===== src/source/capi_pkg.sv =====
// Shared field widths and bundle types of the command-issue engine, imported by every block
package capi_pkg;

  // ------------------------------------------------------------
  // Field widths
  // ------------------------------------------------------------

  // Tag field, sized for up to 256 outstanding commands
  localparam int TAG_WIDTH = 8;

  // Credit count and host command room
  localparam int CREDIT_WIDTH = 8;

  // Signed credit adjustment carries one extra bit for the sign
  localparam int ADJUST_WIDTH = CREDIT_WIDTH + 1;

  // Request payload fields
  localparam int OPCODE_WIDTH = 8;
  localparam int ADDRESS_WIDTH = 64;

  // ------------------------------------------------------------
  // Bundles
  // ------------------------------------------------------------

  // One accelerator request as posted into the queue
  typedef struct packed {
    logic [OPCODE_WIDTH-1:0]  opcode;
    logic [ADDRESS_WIDTH-1:0] address;
  } request_t;

  // One tagged command towards the host
  // Valid is a single-cycle strobe
  typedef struct packed {
    logic                     valid;
    logic [TAG_WIDTH-1:0]     tag;
    logic [OPCODE_WIDTH-1:0]  opcode;
    logic [ADDRESS_WIDTH-1:0] address;
  } command_t;

  // One host response
  // Credits is two's complement, sign in the top bit
  typedef struct packed {
    logic                    valid;
    logic [TAG_WIDTH-1:0]    tag;
    logic [ADJUST_WIDTH-1:0] credits;
  } response_t;

  // Everything the credit counter needs in one word
  typedef struct packed {
    logic                    issue;
    logic                    response_valid;
    logic [ADJUST_WIDTH-1:0] response_credits;
    logic [CREDIT_WIDTH-1:0] room;
  } credit_update_t;

endpackage


===== src/source/command_control.sv =====
// Issue control inside the engine top that pops the queue head, claims a tag and a credit
module command_control (
  input  logic                              clock,
  input  logic                              rstn,
  input  capi_pkg::request_t                head,
  input  logic                              empty,
  input  logic [capi_pkg::TAG_WIDTH-1:0]    free_tag,
  input  logic                              any_free,
  input  logic [capi_pkg::CREDIT_WIDTH-1:0] credits,
  input  logic                              ready,
  output logic                              pop,
  output logic                              issue,
  output capi_pkg::command_t                command
);

  import capi_pkg::*;

  // Registered command with the strobe under reset and the payload without
  logic                 command_valid;
  logic [TAG_WIDTH-1:0] command_tag;
  request_t             command_request;

  // Combined go condition
  logic issue_ok;

  // ------------------------------------------------------------
  // Issue decision
  // ------------------------------------------------------------

  // All four resources must line up in the same cycle
  assign issue_ok = ready & (credits != '0) & ~empty & any_free;

  // Pop and issue pulse together at most once per cycle
  assign pop   = issue_ok;
  assign issue = issue_ok;

  // ------------------------------------------------------------
  // Command register
  // ------------------------------------------------------------

  always_ff @(posedge clock or negedge rstn) begin
    if (!rstn) begin
      command_valid <= 1'b0;
    end else begin
      command_valid <= issue_ok;
    end
  end

  // Payload only loads on an issue
  always_ff @(posedge clock) begin
    if (issue_ok) begin
      command_tag     <= free_tag;
      command_request <= head;
    end
  end

  assign command.valid   = command_valid;
  assign command.tag     = command_tag;
  assign command.opcode  = command_request.opcode;
  assign command.address = command_request.address;

  // Strobe trails the issue by one clock and carries the tag claimed then
  assert property (@(posedge clock) disable iff (!rstn)
    issue |=> (command.valid && command.tag == $past(free_tag)))
    else $error("command_control: command strobe did not follow issue");

endmodule


===== src/source/command_engine.sv =====
// Engine top: connects queue, tag pool, credit counter and issue control, sets the parameters
module command_engine #(
  parameter int QUEUE_DEPTH    = 4,
  parameter int TAG_COUNT      = 8,
  parameter int CREDIT_RESERVE = 4
) (
  input  logic                              clock,
  input  logic                              rstn,
  input  logic                              enabled,
  input  logic [capi_pkg::CREDIT_WIDTH-1:0] room,
  input  logic                              request_valid,
  input  capi_pkg::request_t                request,
  input  capi_pkg::response_t               response,
  output capi_pkg::command_t                command,
  output logic                              request_full,
  output logic [capi_pkg::CREDIT_WIDTH-1:0] credits
);

  import capi_pkg::*;

  // Queue to control
  request_t queue_head;
  logic     queue_empty;
  logic     pop;

  // Tag pool to control
  logic [TAG_WIDTH-1:0] free_tag;
  logic                 any_free;

  // Control to credit counter and tag pool
  logic           issue;
  logic           ready;
  credit_update_t credit_update;

  // Response credit field split out for the counter
  assign credit_update.issue            = issue;
  assign credit_update.response_valid   = response.valid;
  assign credit_update.response_credits = response.credits;
  assign credit_update.room             = room;

  command_queue #(.QUEUE_DEPTH(QUEUE_DEPTH)) u_queue (
    .clock     (clock),
    .rstn      (rstn),
    .push      (request_valid),
    .push_data (request),
    .pop       (pop),
    .head      (queue_head),
    .empty     (queue_empty),
    .full      (request_full)
  );

  tag_pool #(.TAG_COUNT(TAG_COUNT)) u_tags (
    .clock         (clock),
    .rstn          (rstn),
    .allocate      (issue),
    .release_valid (response.valid),
    .release_tag   (response.tag),
    .free_tag      (free_tag),
    .any_free      (any_free)
  );

  credit_control #(.CREDIT_RESERVE(CREDIT_RESERVE)) u_credits (
    .clock     (clock),
    .rstn      (rstn),
    .enabled   (enabled),
    .credit_in (credit_update),
    .credits   (credits),
    .ready     (ready)
  );

  command_control u_control (
    .clock    (clock),
    .rstn     (rstn),
    .head     (queue_head),
    .empty    (queue_empty),
    .free_tag (free_tag),
    .any_free (any_free),
    .credits  (credits),
    .ready    (ready),
    .pop      (pop),
    .issue    (issue),
    .command  (command)
  );

endmodule


===== src/source/command_queue.sv =====
// Fall-through request queue; the head is visible as soon as a word is stored
module command_queue #(
  parameter int QUEUE_DEPTH = 4
) (
  input  logic                clock,
  input  logic                rstn,
  input  logic                push,
  input  capi_pkg::request_t  push_data,
  input  logic                pop,
  output capi_pkg::request_t  head,
  output logic                empty,
  output logic                full
);

  import capi_pkg::*;

  // Depth is a power of two, so the pointers wrap on their own
  localparam int PTR_WIDTH = (QUEUE_DEPTH > 1) ? $clog2(QUEUE_DEPTH) : 1;
  localparam int COUNT_WIDTH = $clog2(QUEUE_DEPTH + 1);

  // Storage, no reset on payload
  request_t storage [QUEUE_DEPTH];

  logic [PTR_WIDTH-1:0]   write_ptr;
  logic [PTR_WIDTH-1:0]   read_ptr;
  logic [COUNT_WIDTH-1:0] count;

  // Qualified strobes
  logic do_push;
  logic do_pop;

  assign do_push = push & ~full;
  assign do_pop  = pop & ~empty;

  // ------------------------------------------------------------
  // Storage write
  // ------------------------------------------------------------

  always_ff @(posedge clock) begin
    if (do_push) begin
      storage[write_ptr] <= push_data;
    end
  end

  // ------------------------------------------------------------
  // Pointers and occupancy
  // ------------------------------------------------------------

  always_ff @(posedge clock or negedge rstn) begin
    if (!rstn) begin
      write_ptr <= '0;
      read_ptr  <= '0;
      count     <= '0;
    end else begin
      if (do_push) begin
        write_ptr <= write_ptr + PTR_WIDTH'(1);
      end
      if (do_pop) begin
        read_ptr <= read_ptr + PTR_WIDTH'(1);
      end
      // Simultaneous push and pop keeps the count
      case ({do_push, do_pop})
        2'b10:   count <= count + COUNT_WIDTH'(1);
        2'b01:   count <= count - COUNT_WIDTH'(1);
        default: count <= count;
      endcase
    end
  end

  // Head comes straight out of storage
  assign head  = storage[read_ptr];
  assign empty = (count == '0);
  assign full  = (count == COUNT_WIDTH'(QUEUE_DEPTH));

  // Writer must honour the full level
  assert property (@(posedge clock) disable iff (!rstn) push |-> !full)
    else $error("command_queue: push while full");

  // Control must not pop an empty queue
  assert property (@(posedge clock) disable iff (!rstn) pop |-> !empty)
    else $error("command_queue: pop while empty");

endmodule


===== src/source/credit_control.sv =====
// Credit counter: loads host room less a reserve on enable, then follows issues and responses
module credit_control #(
  parameter int CREDIT_RESERVE = 4
) (
  input  logic                              clock,
  input  logic                              rstn,
  input  logic                              enabled,
  input  capi_pkg::credit_update_t          credit_in,
  output logic [capi_pkg::CREDIT_WIDTH-1:0] credits,
  output logic                              ready
);

  import capi_pkg::*;

  // Registered copy of the enable level
  logic enabled_q;
  // Set once the count has been loaded from room
  logic initialized;
  // Net change for this cycle, one bit wider than the adjustment
  logic signed [ADJUST_WIDTH:0] delta;
  // Count loaded on the first enabled cycle
  logic [CREDIT_WIDTH-1:0] start_count;

  // ------------------------------------------------------------
  // Enable register
  // ------------------------------------------------------------

  always_ff @(posedge clock or negedge rstn) begin
    if (!rstn) begin
      enabled_q <= 1'b0;
    end else begin
      enabled_q <= enabled;
    end
  end

  // Host room less the reserve held back
  assign start_count = credit_in.room - CREDIT_WIDTH'(CREDIT_RESERVE);

  // Response adjustment, sign extended, minus one per issue
  // A negative adjustment withdraws credits
  always_comb begin
    delta = '0;
    if (credit_in.response_valid) begin
      delta = {credit_in.response_credits[ADJUST_WIDTH-1], credit_in.response_credits};
    end
    if (credit_in.issue) begin
      delta = delta - {{ADJUST_WIDTH{1'b0}}, 1'b1};
    end
  end

  // ------------------------------------------------------------
  // Credit count
  // ------------------------------------------------------------

  always_ff @(posedge clock or negedge rstn) begin
    if (!rstn) begin
      credits     <= '0;
      initialized <= 1'b0;
    end else if (enabled_q) begin
      if (!initialized) begin
        // First enabled cycle, sample room
        credits     <= start_count;
        initialized <= 1'b1;
      end else begin
        // Modulo add, issue and response may land together
        credits <= credits + delta[CREDIT_WIDTH-1:0];
      end
    end
  end

  // Issue is allowed only once loaded and while still enabled
  assign ready = initialized & enabled_q;

  // The control block must never spend a credit it does not have
  assert property (@(posedge clock) disable iff (!rstn)
    credit_in.issue |-> (ready && credits != '0))
    else $error("credit_control: issue with no credit or not ready");

endmodule


===== src/source/tag_pool.sv =====
// Tag allocator: bitmap of tags in use, hands out the lowest free one, frees on response
module tag_pool #(
  parameter int TAG_COUNT = 8
) (
  input  logic                           clock,
  input  logic                           rstn,
  input  logic                           allocate,
  input  logic                           release_valid,
  input  logic [capi_pkg::TAG_WIDTH-1:0] release_tag,
  output logic [capi_pkg::TAG_WIDTH-1:0] free_tag,
  output logic                           any_free
);

  import capi_pkg::*;

  localparam int INDEX_WIDTH = (TAG_COUNT > 1) ? $clog2(TAG_COUNT) : 1;

  // One bit per tag, set while a command is outstanding
  logic [TAG_COUNT-1:0]   in_use;
  logic [TAG_COUNT-1:0]   in_use_next;
  logic [INDEX_WIDTH-1:0] free_index;
  logic [INDEX_WIDTH-1:0] release_index;
  logic                   release_in_range;

  // ------------------------------------------------------------
  // Lowest free tag
  // ------------------------------------------------------------

  // Scan downwards so the last hit is the lowest index
  always_comb begin
    free_index = '0;
    for (int i = TAG_COUNT - 1; i >= 0; i--) begin
      if (!in_use[i]) begin
        free_index = INDEX_WIDTH'(i);
      end
    end
  end

  assign any_free = ~&in_use;
  assign free_tag = TAG_WIDTH'(free_index);

  // Release index, ignored when out of range
  assign release_index    = release_tag[INDEX_WIDTH-1:0];
  assign release_in_range = (int'(release_tag) < TAG_COUNT);

  // ------------------------------------------------------------
  // Bitmap update
  // ------------------------------------------------------------

  // Allocate and release can share a cycle
  // The two never name the same tag, one is free and one is busy
  always_comb begin
    in_use_next = in_use;
    if (release_valid && release_in_range) begin
      in_use_next[release_index] = 1'b0;
    end
    if (allocate && any_free) begin
      in_use_next[free_index] = 1'b1;
    end
  end

  always_ff @(posedge clock or negedge rstn) begin
    if (!rstn) begin
      in_use <= '0;
    end else begin
      in_use <= in_use_next;
    end
  end

  // Host may only return a tag that was issued and is still outstanding
  assert property (@(posedge clock) disable iff (!rstn)
    release_valid |-> (release_in_range && in_use[release_index]))
    else $error("tag_pool: release of tag %0d not in use", release_tag);

endmodule


===== config.mk =====
export PLATFORM = sky130hd
export DESIGN_NAME = command_engine
export DESIGN_NICKNAME = d
export VERILOG_FILES = /design/src/source/capi_pkg.sv /design/src/source/command_control.sv /design/src/source/command_engine.sv /design/src/source/command_queue.sv /design/src/source/credit_control.sv /design/src/source/tag_pool.sv
export SDC_FILE = /design/constraint.sdc
export NUM_CORES = 1
export LEC_CHECK = 0
export ABC_AREA = 1
export BUFFER_PORTS_ARGS = -buffer_cell sky130_fd_sc_hd__buf_2
export CAP_MARGIN = 0
export CORE_UTILIZATION = 40
export DETAILED_ROUTE_END_ITERATION = 10
export PLACE_DENSITY = 0.62
export SLEW_MARGIN = 15
export SYNTH_ARGS = -nofsm -noshare
export SYNTH_HDL_FRONTEND = slang
export SYNTH_HIERARCHICAL = 1
export SYNTH_SLANG_ARGS = --single-unit

===== constraint.sdc =====
create_clock -name clock -period 7.6 [get_ports clock]
set_input_delay 0.38 -clock clock [delete_from_list [all_inputs] [get_ports clock]]
set_output_delay 0.38 -clock clock [all_outputs]
set_load 0.01 [all_outputs]

After elaboration in Yosys (flattened, before gate mapping)
Memory sizes are Yosys's and may differ from the RTL's. A register that Yosys moved wholly into a read port is not among the register bits.
Index checks and enable logic that the tools add are counted.
{"block": "classes", "add_sub_neg": 7, "n_lt_le_gt_ge": 5, "n_eq_ne": 3, "n_mux": 20, "bitwise": 11, "n_reduce_logical": 9}
{"operator": "8-bit two-way mux", "count": 5}
{"operator": "3-bit two-way mux", "count": 8}
{"operator": "8-bit adder", "count": 1}
{"operator": "8-bit AND", "count": 1}
{"operator": "3-bit by 4-bit less-than comparator with 1-bit output, second input constant", "count": 2}
{"operator": "8-bit by 4-bit less-than comparator with 1-bit output, second input constant", "count": 1}
{"operator": "8-bit inverter", "count": 1}
{"operator": "8-bit bitwise OR", "count": 1}
{"operator": "8-bit AND reduction", "count": 1}
{"operator": "8-bit nonzero test", "count": 1}
{"operator": "8-bit by 1-bit subtractor with 8-bit output, second input constant", "count": 1}
{"operator": "8-bit by 3-bit subtractor with 8-bit output, second input constant", "count": 1}
{"operator": "1-bit AND", "count": 6}
{"operator": "1-bit demux with 3-bit select", "count": 2}
{"operator": "3-bit by 1-bit greater-or-equal comparator with 1-bit output, second input constant", "count": 2}
{"operator": "3-bit case mux with 2 select lines", "count": 1}
{"operator": "2-bit by 1-bit adder with 2-bit output, second input constant", "count": 2}
{"operator": "1-bit logical AND", "count": 4}
{"operator": "1-bit two-way mux", "count": 4}
{"operator": "3-bit by 1-bit adder with 3-bit output, second input constant", "count": 1}
{"operator": "3-bit == test, second input constant", "count": 1}
{"operator": "3-bit logical NOT", "count": 1}
{"operator": "3-bit by 1-bit subtractor with 3-bit output, second input constant", "count": 1}
{"operator": "2-bit by 1-bit == test with 1-bit output, second input constant", "count": 1}
{"operator": "other kinds (4)", "count": 5}
{"block": "word_totals", "ff_bits": 29, "ramBits": 288, "input_bits": 102, "word_cells": 65, "memories": 1}
{"memory": "u_queue.storage", "depth": 4, "width": 72, "rd": 1, "rd_clocked_by_memory_dff": 1, "wr": 1, "line_no": "command_queue.sv:22", "source": "request_t storage [QUEUE_DEPTH];"}

Logic depth before layout (Yosys ltp)
Gate-level depths: netlist (run 1).
{"block": "logic_depth", "word_depth": 14, "depth_mapped": 21, "mapped_depth_nobuf": 21}

Hierarchy
Netlist (run 1), hierarchy kept.
{"mod": "command_queue", "instances": 1, "cells_per_inst": 900, "area_each_um2": 11771.3, "seq_area_each_um2": 8823.5}
{"mod": "command_control", "instances": 1, "cells_per_inst": 92, "area_each_um2": 2479.9, "seq_area_each_um2": 2427.3}
{"mod": "credit_control", "instances": 1, "cells_per_inst": 163, "area_each_um2": 1067.3, "seq_area_each_um2": 250.2}
{"mod": "tag_pool", "instances": 1, "cells_per_inst": 81, "area_each_um2": 563.0, "seq_area_each_um2": 200.2}

Least setup slack after synthesis (run 1)
No wires, ideal clock.
{"block": "synth_path", "path_kind": "flip-flop to flip-flop", "from": "reg u_credits.enabled_q", "to": "reg u_credits/credits[6] (netlist name)", "arrival_ps": 6295, "required_time_ps": 7478, "setup_slack_ps": 1182, "path_stages_with_launch": 20, "n_path_buf": 1, "cell_sequence": "dfrtp_1 > clkbuf_1 > nand2_1 > inv_1 > nand3b_1 > nor2_1 > nand2_1 > nor2_2 > inv_1 > nor2_1 > inv_1 > nand3_1 > nand2_1 > ha_1 > nand2_1 > or2_2 > nand3_1 > nand2_1 > nand3_1 > a21oi_1"}
{"block": "synth_between", "elab_chain_cells": 7}
{"element": "start, declared", "line_no": "credit_control.sv:16", "source": "logic enabled_q;"}
{"element": "start signal, assigned", "line_no": "credit_control.sv:32", "source": "enabled_q <= enabled;"}
{"element": "1-bit AND", "line_no": "credit_control.sv:72", "source": "assign ready = initialized & enabled_q;"}
{"element": "via ready", "line_no": "command_engine.sv:32", "source": "logic ready;"}
{"element": "1-bit AND (3 in a row)", "line_no": "command_control.sv:31", "source": "assign issue_ok = ready & (credits != '0) & ~empty & any_free;"}
{"element": "via issue", "line_no": "command_engine.sv:31", "source": "logic issue;"}
{"element": "8-bit two-way mux", "line_no": "credit_control.sv:46", "source": "if (credit_in.issue) begin"}
{"element": "8-bit adder", "line_no": "credit_control.sv:66", "source": "credits <= credits + delta[CREDIT_WIDTH-1:0];"}
{"element": "8-bit two-way mux", "line_no": "credit_control.sv:60", "source": "if (!initialized) begin"}
{"element": "end signal, assigned", "line_no": "credit_control.sv:62", "source": "credits <= start_count;"}
{"element": "end signal, assigned", "line_no": "credit_control.sv:66"}
{"element": "end, declared", "line_no": "credit_control.sv:9", "source": "output logic [capi_pkg::CREDIT_WIDTH-1:0] credits,"}
The timed path passes the listed nets, and every way through them passes these cells.
A chain may end at the register's enable or synchronous reset.

Worst setup path in the final report (run 1)
{"block": "layout_path", "from": "reg u_credits.enabled_q", "to": "reg u_credits/credits[7] (netlist name)"}
The elaborated chain is that of the path after synthesis.

==> results.toml, run 1 <==
[status]
status = "finished, final reports clean"

[critical_path]
critPathBufInv = 2
r2r-start = "u_credits/enabled_q$_DFF_PN0_"
crit_type = "flop to flop"
reg2reg_to = "u_credits/credits[7]$_DFFE_PN0P_"
crit_required_ns = 8.08
rrSetupSlack_ns = 4.43
cp-start-kind = "flop"
path_max_fanout = 40
reg2reg_depth = 16
cp_cell_sequence = "nand2_1, inv_1, nand3b_1, nor2_4, buf_4, nand2_1, o211ai_1, nand2_1, ha_1, nand2_1, nand3_1, nand2_1, nand2_1, nand3_1, nand3_2, a21oi_2"
cpPeakStageDelay_ns = 0.56
cp.arrival_ns = 3.65
endpoint_kind = "flop"
cp_common_cell = "nand2_1"
path_delay_family = "simple AND/OR/NAND/NOR gates"
cp_slowest_cell = "dfrtp_1"

[placement]
gp_congestion = 0.824
portBuffers = 190
place_area_um2 = 17300
dp_cells = 1905
place_hpwl_um = 18100

[sta]
slew_viol_final = 0
fin_skew_ns = 0.0156
rsz0062_at_grt = "false"
max_freq_mhz = 315
finalCriticalPeriod_ns = 3.17
setup_violations = 0
slew-limit-headroom_pct = 23.5
hold_violations = 0
finalCritPeriodShare_pct = 41.7
worst_pin_slew_ns = 1.15
fin_setup_tns_ns = 0

[clock_tree]
cts_tree = "built"
cts.htree.levels = 2
cts_setup_buffers = 0
ctsResizeCount = 0
clockRootBuffer = "clkbuf_16"
insertion_delay_ns = 0.55
holdBufCountCts = 9
cts_made_buffers = 42
cts.sinks = 394
path_clk_slew_ns = 0.06
clockBufferDepth = 3

[finish]
layout_common_cells = "edfxtp_1, nand2_1, buf_2, inv_1, o211ai_1"
drive_gt1_share_pct = 19.6
seqCellArea_um2 = 11700
fin_area_um2 = 18700
post-route-util_pct = 48.1
fin_cells = 1991
multi_input_area_um2 = 3190
fin_nets = 1558
fillers = 3473
final_common_cell = "edfxtp_1"
syn_to_final_growth_pct = 17.9

[routing]
first_pass_iters = 5
wl_um = 32000
vias = 9397
drt_iter0_markers = 418
avgRoutedWirePerCell_um = 16.1
final_antenna_net_count = 0
via_per_inst = 4.72
drc = 0

[pwr]
leakagePower_nw = 7.63
power_mw = 6.86
ir_drop_uv = 217
powerDensity_nw_per_um2 = 366

[global_routing]
grt_overflow = 0
grt_pass1_vias = 9293
track_usage_pct = 16.2
grt_pass1_wl_um = 50400
grt_max_degree = 167
grt_antenna_before_repair = 6

[yosys]
synth-edff-count = 368
yosys-top-cells-area = "edfxtp_1, nand2_1, o211ai_1, inv_1, dfrtp_1"
synth_area_per_cell_um2 = 12.8
ys_types = 36
synthesis.area_um2 = 15900
async_reset_ff_share_pct = 6.60
yosys.area.top_type = "edfxtp_1"
synthCells = 1236
synthFlopType = "edfxtp_1"
ys_seq_area_share_pct = 73.7
synth.top_cell.area_share_pct = 69.6
ys_warn_count = 6
ys_ff_latch = 394

[floorplanning]
die_h_um = 201
rows = 72
core_um2 = 38900
dieArea_um2 = 40500
start_util_pct = 40.8
dieWidth_um = 201
io_pins = 192

[min_path]
holdPathStages = 1
hp-class = "primary input to flop"
worstHoldStart = "request[32]"
hold-path-endpoint = "u_queue/storage[0][32]$_DFFE_PP_"

[run]
drv_cap = 0
-- cell usage after synthesis, types with 3 or more instances --
cell,n
nor2_1,26
nand4_1,5
o211ai_1,145
ha_1,14
buf_6,4
dfrtp_1,26
inv_1,190
a21oi_1,15
o21ai_0,15
inv_2,3
buf_1,6
buf_2,29
nand2_4,3
buf_4,8
edfxtp_1,368
clkbuf_1,9
nand2_2,4
xor2_1,3
nor2_4,3
xnor2_1,3
nand2_1,310
nand3_1,28
-- report_power, final --
part / switching [mW] / leakage, nW / total, mW / internal, mW
sequential: 0.179 / 3.67 / 3.17 / 3.00
combinational: 1.21 / 3.34 / 1.75 / 0.546
clock: 0.805 / 0.621 / 1.93 / 1.13
total: 2.19 / 7.63 / 6.86 / 4.67
-- area by class of cell --
class	count	area share, %
timing repair buffer	212	6.08
multi-input combinational	595	17.0
tap	518	3.46
antenna	3	0.0401
clock buffer	55	5.87
clock inverter	19	1.04
inverter	195	3.97
sequential	394	62.5
-- registers in the layout (all words and copies together) (netlist names) --
register and count:
u_credits/credits 8, u_queue/read_ptr 2, u_credits/initialized 1, u_queue/storage 288, u_queue/count 3, u_control/command 72, u_control/command_tag 8, u_queue/write_ptr 2
u_credits/enabled_q 1, u_control/command_valid 1, u_tags/in_use 8
-- how the worst max path moves through the flow --
| stage | cells after the start | endpoint | startpoint |
|---|---|---|---|
| 2_1_floorplan | 19 | u_credits/credits[6]$_DFFE_PN0P_ | u_credits/enabled_q$_DFF_PN0_ |
| 3_3_place_gp | 17 | u_credits/credits[7]$_DFFE_PN0P_ | u_credits/enabled_q$_DFF_PN0_ |
| 3_5_place_dp | 16 | u_credits/credits[7]$_DFFE_PN0P_ | u_credits/enabled_q$_DFF_PN0_ |
| 4_1_cts | 16 | u_credits/credits[7]$_DFFE_PN0P_ | u_credits/enabled_q$_DFF_PN0_ |
| 5_1_grt | 16 | u_credits/credits[7]$_DFFE_PN0P_ | u_credits/enabled_q$_DFF_PN0_ |
| 6_report | 16 | u_credits/credits[7]$_DFFE_PN0P_ | u_credits/enabled_q$_DFF_PN0_ |
-- metal layers --
| layer | track usage [%] | wire (um) | up-vias |
|---|---|---|---|
| met4 | 6.76 | 1000 | 6 |
| met1 | 20.2 | 13900 | 4451 |
| li1 | - | - | 4675 |
| met5 | 0 | 45 | - |
| met3 | 4.23 | 1860 | 70 |
| met2 | 26.8 | 15200 | 195 |
-- stage by stage --
stage / worst slack [ns] / hold slack (ns)
floorplan: 1.18 / 0.0844
global placement: 4.45 / 0.433
detailed placement: 4.40 / 0.434
CTS: 4.38 / 0.000346
global route: 4.01 / 0.0147
finish: 4.43 / 0.0403
-- worst register-to-register path: stages, from the launching register on --
cell and delay, ns:
dfrtp_1 0.56, nand2_1 0.18, inv_1 0.08, nand3b_1 0.12, nor2_4 0.15, buf_4 0.52, nand2_1 0.19, o211ai_1 0.21
nand2_1 0.08, ha_1 0.34, nand2_1 0.11, nand3_1 0.13, nand2_1 0.09, nand2_1 0.06, nand3_1 0.10, nand3_2 0.08
a21oi_2 0.12
-- cell families after synthesis --
family	after synthesis	synth area share (%)
AO/OA/AOI/OAI	179	7.98
XOR/XNOR	6	0.331
adder cells (fa/ha/maj)	16	1.36
buffers and inverters	251	6.55
flip-flops	394	73.7
other	1	0.0236
AND/OR/NAND/NOR	389	10.1
Power figures use the tool's default switching activity.
==> run 2: changes to the inputs <==
==> constraint.sdc (replaced) <==
create_clock -name clock -period 3 [get_ports clock]
set_input_delay 0.15 -clock clock [delete_from_list [all_inputs] [get_ports clock]]
set_output_delay 0.15 -clock clock [all_outputs]
set_load 0.01 [all_outputs]
==> results.toml, run 2 (synthesis gave the netlist of run 1 again) <==
[status]
status = "finished, final reports clean"

[global_routing]
global_route.usage.met2_pct = 28.5
grt_pass1_vias = 9740
gr-max-usage-layer = "met2"
grt_antenna_before_repair = 1
grt_max_degree = 125
grt_pass1_wl_um = 51100
track_usage_pct = 16.2
met1_usage_pct = 19.9
grt_overflow = 0
met3_usage_pct = 3.01

[placement]
place_area_um2 = 17600
portBuffers = 190
gp_congestion = 0.808
place_hpwl_um = 18600
dp_cells = 1914

[pwr]
ir_drop_uv = 578
leakagePower_nw = 8.07
powerDensity_nw_per_um2 = 909

[critical_path]
endpoint_kind = "flop"
rrSetupSlack_ns = 0.33
cp.arrival_ns = 3.14
cp-start-kind = "flop"
r2r-start = "u_queue/count[0]$_DFFE_PN0P_"
reg2reg_to = "u_credits/credits[7]$_DFFE_PN0P_"
crit_type = "flop to flop"
path_max_fanout = 5
crit_required_ns = 3.47
reg2reg_depth = 21
worstSetupEndpoint = "u_credits/credits[7]$_DFFE_PN0P_"
crit_start = "u_queue/count[0]$_DFFE_PN0P_"

[finish]
fillers = 3394
largest_reg_flops = 288
drive_gt1_share_pct = 20.5
layout_common_cells = "edfxtp_1, nand2_1, buf_2, inv_1, o211ai_1"
fin_cells = 2074
fin_area_um2 = 19800
syn_to_final_growth_pct = 24.7
final_common_cell = "edfxtp_1"
fin_nets = 1640
top_register = "u_queue/storage"

[clock_tree]
clockBufferDepth = 3
cts.htree.levels = 2
path_clk_slew_ns = 0.06
cts.sinks = 394
clockRootBuffer = "clkbuf_16"
insertion_delay_ns = 0.56
cts_made_buffers = 43
cts_tree = "built"

[sta]
finalCriticalPeriod_ns = 2.67
finalCritPeriodShare_pct = 89.1
slew_viol_final = 0
setup_violations = 0
rsz0062_at_grt = "false"
slew-limit-headroom_pct = 34.7
hold_violations = 0
max_freq_mhz = 374
fin_skew_ns = 0.0285
worst_pin_slew_ns = 0.979

[routing]
first_pass_iters = 5
final_antenna_net_count = 0
avgRoutedWirePerCell_um = 15.4
drt_iter0_markers = 491
drc = 0
wl_um = 32000
via_per_inst = 4.66
vias = 9666

[floorplanning]
dieArea_um2 = 40500
rows = 72
core_um2 = 38900
die_h_um = 201
dieWidth_um = 201
start_util_pct = 40.8
io_pins = 192

[run]
drv_cap = 0

[min_path]
hp-class = "primary input to flop"
-- run 2: how the worst min path moves through the flow --
stage	cells after the start	start	end	slack, ns
3_5_place_dp	1	rstn	u_control/command_valid$_DFF_PN0_	0.19
5_1_grt	4	response[9]	u_tags/in_use[3]$_DFF_PN0_	0.09
4_1_cts	4	room[2]	u_credits/credits[2]$_DFFE_PN0P_	0.001
6_report	4	room[2]	u_credits/credits[2]$_DFFE_PN0P_	0.05
2_1_floorplan	0	rstn	u_control/command_valid$_DFF_PN0_	-0.15
3_3_place_gp	1	rstn	u_control/command_valid$_DFF_PN0_	0.19
-- run 2: through the flow --
step	setup TNS [ns]	hold WS [ns]	total power, mW	utilization [%]	setup WS, ns
after CTS	0	0.00138	18.3	50.9	0.308
after floorplan	-4.90	-0.146	11.3	-	-0.762
after global routing	0	0.0902	19.1	50.9	0.0187
after global placement	0	0.194	12.8	45.2	0.368
after detailed placement	0	0.194	12.9	45.2	0.330
final	0	0.0466	18.0	50.9	0.328
-- run 2: report_power, final --
group / leakage (nW) / switching (mW) / total, mW / internal, mW
Sequential: 3.67 / 0.454 / 8.04 / 7.59
Clock: 0.679 / 2.13 / 5.22 / 3.09
Combinational: 3.72 / 3.12 / 4.73 / 1.61
Total: 8.07 / 5.70 / 18.0 / 12.3
-- run 2: layout make-up --
cell class	instances	area, um2	share of cell area (%)
Multi-Input combinational cell	595	3290	16.6
Clock inverter	30	319	1.61
Tap cell	518	648	3.27
Sequential cell	394	11700	59.1
Timing Repair Buffer	293	2000	10.1
Clock buffer	48	1090	5.53
Inverter	195	743	3.75
Antenna cell	1	2.50	0.0126
-- run 2: critical path, cell delays in order (launching register included) --
cell      delay (ns)
dfrtp_1         0.37
inv_1           0.10
nand3_1         0.19
inv_1           0.05
nand3b_1        0.19
nor2_4          0.10
nand2_1         0.06
nor2_2          0.17
inv_1           0.11
nor2_1          0.15
inv_1           0.07
nand3_1         0.09
nand2_2         0.09
ha_4            0.29
nand2_1         0.06
nor2_1          0.10
nand2_1         0.06
nand2_1         0.08
inv_1           0.04
nand2_1         0.07
nand3_2         0.06
a21oi_2         0.11
-- run 2: layer usage --
| metal | vias up | share of wire (%) |
|---|---|---|
| met4 | 0 | 2.4 |
| met2 | 196 | 50 |
| met5 | - | 0 |
| met3 | 55 | 4.4 |
| met1 | 4564 | 44 |
| li1 | 4851 | - |
-- run 2: repair_timing --
| action | in CTS | in global routing |
|---|---|---|
| endpoints found under the hold margin | 326 | 0 |
| buffers inserted | 0 | 0 |
| hold buffers | 81 | 0 |
| gates resized for setup | 0 | 0 |
